<file path="config.mk">
export PLATFORM = sky130hd
export DESIGN_NAME = rx_deserializer_flat
export DESIGN_NICKNAME = d
export VERILOG_FILES = /design/src/mm_octet_if.sv /design/src/rx_deserializer.sv /design/src/flat_wrapper.sv
export SDC_FILE = /design/constraint.sdc
export NUM_CORES = 1
export LEC_CHECK = 0
export BUFFER_PORTS_ARGS = -buffer_cell sky130_fd_sc_hd__buf_2
export CAP_MARGIN = 15
export CORE_MARGIN = 2
export CORE_UTILIZATION = 49
export DETAILED_ROUTE_END_ITERATION = 10
export PLACE_DENSITY = 0.76
export SLEW_MARGIN = 20
export SYNTH_ARGS = -nofsm -noshare
export SYNTH_HDL_FRONTEND = slang
export SYNTH_SLANG_ARGS = --single-unit
export TNS_END_PERCENT = 10
</file>
<file path="constraint.sdc">
create_clock -name rTXByteSent -period 1.65 [get_ports rTXByteSent]
set_clock_uncertainty 0.05 [all_clocks]
set_input_delay 0.0825 -clock rTXByteSent [delete_from_list [all_inputs] [get_ports rTXByteSent]]
set_output_delay 0.0825 -clock rTXByteSent [all_outputs]
set_load 0.1 [all_outputs]
</file>
<file path="src/mm_octet_if.sv">
//////////////////////////////
// octet stream bus
// octet strobe and mPacket boundaries
//////////////////////////////
`timescale 1ns/1ps
`default_nettype none

interface mm_octet_if;

   logic       octet_strobe;   // one cycle per assembled octet
   logic [7:0] octet;          // only meaningful while octet_strobe is high
   logic       mpacket_start;  // data valid went high
   logic       mpacket_end;    // data valid went low, never together with octet_strobe

   // the deserializer drives the bus
   modport source (output octet_strobe, output octet,
                   output mpacket_start, output mpacket_end);

   // decoder, mCRC checker and reporter all listen
   modport sink (input octet_strobe, input octet,
                 input mpacket_start, input mpacket_end);

endinterface

`default_nettype wire

</file>
<file path="src/rx_deserializer.sv">
//////////////////////////////
// serial to octet converter
// LSB first, start/end strobes from rx_dv
//////////////////////////////
`timescale 1ns/1ps
`default_nettype none

module rx_deserializer
(
   input  logic      rTXByteSent,
   input  logic      reset_begin,
   input  logic      rx_bit,
   input  logic      rx_dv,
   mm_octet_if.source oct
);

   logic       bit_q;    // rx_bit sampled at the pin
   logic       dv_q;     // rx_dv sampled at the pin
   logic       dv_qq;    // previous dv_q, for edge detection
   logic [2:0] bit_cnt;  // position of bit_q inside the current octet
   logic [6:0] shift;    // first seven bits, oldest ends up in bit 0

   // control side, all strobes come out one cycle after the sampling edge
   always_ff @(posedge rTXByteSent)
   begin
      if (reset_begin)
      begin
         dv_q              <= 1'b0;
         dv_qq             <= 1'b0;
         bit_cnt           <= '0;
         oct.octet_strobe  <= 1'b0;
         oct.mpacket_start <= 1'b0;
         oct.mpacket_end   <= 1'b0;
      end
      else
      begin
         dv_q              <= rx_dv;
         dv_qq             <= dv_q;
         oct.mpacket_start <= dv_q & ~dv_qq;
         oct.mpacket_end   <= ~dv_q & dv_qq;
         oct.octet_strobe  <= dv_q && (bit_cnt == 3'd7);
         bit_cnt           <= dv_q ? bit_cnt + 3'd1 : 3'd0;  // a partial octet is dropped here
      end
   end

   // data side
   always_ff @(posedge rTXByteSent)
   begin
      bit_q <= rx_bit;
      if (dv_q)
      begin
         shift <= {bit_q, shift[6:1]};
         if (bit_cnt == 3'd7)
            oct.octet <= {bit_q, shift};  // eighth bit lands in the msb
      end
   end

endmodule

`default_nettype wire

</file>
<file path="src/flat_wrapper.sv">
// flat-port wrapper written by rule: the top's interface ports become plain ports
module rx_deserializer_flat 
  (rTXByteSent, reset_begin, rx_bit, rx_dv, oct_octet_strobe, oct_octet, oct_mpacket_start, oct_mpacket_end);
  mm_octet_if oct_i ();
  input  logic rTXByteSent;
  input  logic reset_begin;
  input  logic rx_bit;
  input  logic rx_dv;
  output wire logic [$bits(oct_i.octet_strobe)-1:0] oct_octet_strobe;
  output wire logic [$bits(oct_i.octet)-1:0] oct_octet;
  output wire logic [$bits(oct_i.mpacket_start)-1:0] oct_mpacket_start;
  output wire logic [$bits(oct_i.mpacket_end)-1:0] oct_mpacket_end;
  assign oct_octet_strobe = oct_i.octet_strobe;
  assign oct_octet = oct_i.octet;
  assign oct_mpacket_start = oct_i.mpacket_start;
  assign oct_mpacket_end = oct_i.mpacket_end;
  rx_deserializer u_core (.rTXByteSent(rTXByteSent), .reset_begin(reset_begin), .rx_bit(rx_bit), .rx_dv(rx_dv), .oct(oct_i));
endmodule
</file>
==> run metrics <==
Post-Syn Area per Cell 20.9 um^2; clock-pin slew on the worst setup and hold paths 0.11 ns; Storage cell area 631 um^2; layout cell share with drive strength beyond 1 40.4%; Crit Path Max Fanout 8; Via Count 340; minimum clock period 1.35 ns; CTS tree yes; Fillers 101; DRC viols 0; Overall Global Routing Usage 10.3%; Synth area leaders edfxtp_1 (62%), dfxtp_1 (25%), and3b_2 (4.1%); dpl cell area 828 um^2; Worst Setup SP u_core.bit_cnt[0]; pwr/cell area 1050 mW/mm^2; row count 13; Hold Path Class flop to flop; fin util 65.5%; cts hold-fix bufs 3; CP arrival 1.28 ns; port bufs 14; Initial Utilization 54.2%; Total Power 926 uW; post-CTS setup buffer count 0; Max Cap Violations 0; Sink Count 24; initial antenna violation count 0; FMAX 0.739 GHz; Slew Limit Fails 0; Post-Syn Instances 35; routed wire length per instance 11.4 um; Final setup viols 0; post-cts sizing count 0; number of global-route vias before repair 331; Die H 42.7 um; detailed placer's ending HPWL 596 um; Post-Syn Area 732 um^2; Final Cell Area 885 um^2; drt first-iter violations 4; Peak VDD IR 0.651 mV; area leader, netlist edfxtp_1; area share of the largest cell type after synthesis 61.5%; area of the multi-input gates 101 um^2; worst path required time 1.58 ns; Placed Instances 65; Reg2Reg Launch Point u_core.bit_cnt[0]; Final Hold Vio Count 0; Top-Level Pins 15; number of nets in the layout 64; Initial DRT Pass Iterations 4; via-per-instance ratio 4.72; Post-DRT Antenna Nets 0; Synth Warn # 0; first-pass GRT wire length 1.37 mm; area grow syn2layout 20.9%; WL final 819 um; DIE WIDTH 42.7 um; setup tns final 0 ns; Clock Path Buffers 2; DIE AREA 0.00182 mm^2; crit start category flop; Relative slew margins 67.7%; largest net degree at the start of global routing 15; origin of the worst min-delay path u_core.dv_qq; LEAKAGE 0.000365 uW; Root Driver clkbuf_4; GRT overflow 0; Unique masters post-synth 7; RSZ-0062 raised after global routing false; post-synth net total 41; Worst Setup Path Type flop to flop; htree depth 1; number of diodes 0; GP Congestion 0.617; Crit. End Element flop; outcome complete, no violations; post-synthesis register bit count 24; Floorplan Core Area 0.00135 mm^2; worst slew pin tran 0.488 ns; CTS buffer count 3; clk_lat worst skew 0.29 ns; Tcrit/Tclk final 82.0%; register area share after synthesis 86.2%; Finished Layout Cells 72
==> worst max-delay path, stage by stage, from the launching register on <==
cell	delay, ns
dfxtp_1	0.36
ha_1	0.15
ha_1	0.15
and2_1	0.33
==> synthesized netlist by cell type <==
library cell	n
and2_1	1
and2b_2	2
and3b_2	3
dfxtp_1	9
edfxtp_1	15
ha_1	2
nor3b_1	3
==> power by group <==
| part | switching (uW) | internal [uW] |
|---|---|---|
| combinational | 21.2 | 14.5 |
| clock | 148 | 88.0 |
| sequential | 5.29 | 649 |
==> layer usage <==
metal | vias up | part of all wire (%) | GRT usage, %
met2 | 11 | 44 | 14.2
met5 | - | 0 | 0
met4 | 0 | 0.85 | 5.63
met3 | 2 | 7.3 | 4.26
met1 | 154 | 47 | 13.7
li1 | 173 | - | -
==> cell type report <==
class                   count  share of cell area (%)
clock buffers               3                    2.55
flip-flops and latches     24                    71.3
clock inverters             1                   0.424
repair buffers             18                    12.2
multi-input cells          11                    11.5
well taps                  15                    2.12
==> cells by family after synthesis <==
| logic type | count (synthesis) | synth area share, % |
|---|---|---|
| and+or+nand+nor | 9 | 10.4 |
| adders and majority gates | 2 | 3.42 |
| DFF | 24 | 86.2 |
==> placed cells by master, fill, tap and decap left out <==
master	instances
nor3b_1	3
and2b_2	2
buf_4	1
dfxtp_1	9
dlygate4sd3_1	3
edfxtp_1	15
clkbuf_4	3
clkinv_1	1
and3b_2	3
buf_2	14
and2_1	1
ha_1	2
==> flip-flops by register name (all words and copies together) (netlist names) <==
register	count
u_core.oct.mpacket_end	1
u_core.oct.mpacket_start	1
u_core.dv_q	1
u_core.shift	7
u_core.bit_cnt	3
u_core.oct.octet	8
u_core.oct.octet_strobe	1
u_core.bit_q	1
u_core.dv_qq	1
==> path summary, 6_finish.rpt <==
check	endpoint	slack [ns]	cells after the start
setup / recovery	u_core.oct.octet[7]	0.30	3
hold / removal	u_core.oct.mpacket_start	0.37	1
setup reg to reg	u_core.oct.octet[7]	0.30	3
hold reg to reg	u_core.oct.mpacket_start	0.37	1
==> stage by stage <==
step,setup slack [ns],hold slack (ns)
3_3_place_gp,0.369,0.135
4_1_cts,0.270,0.354
2_1_floorplan,0.418,0.0602
3_5_place_dp,0.286,0.138
6_report,0.297,0.370
5_1_grt,0.212,0.346
Note: power is estimated with default switching activity, not from simulation.
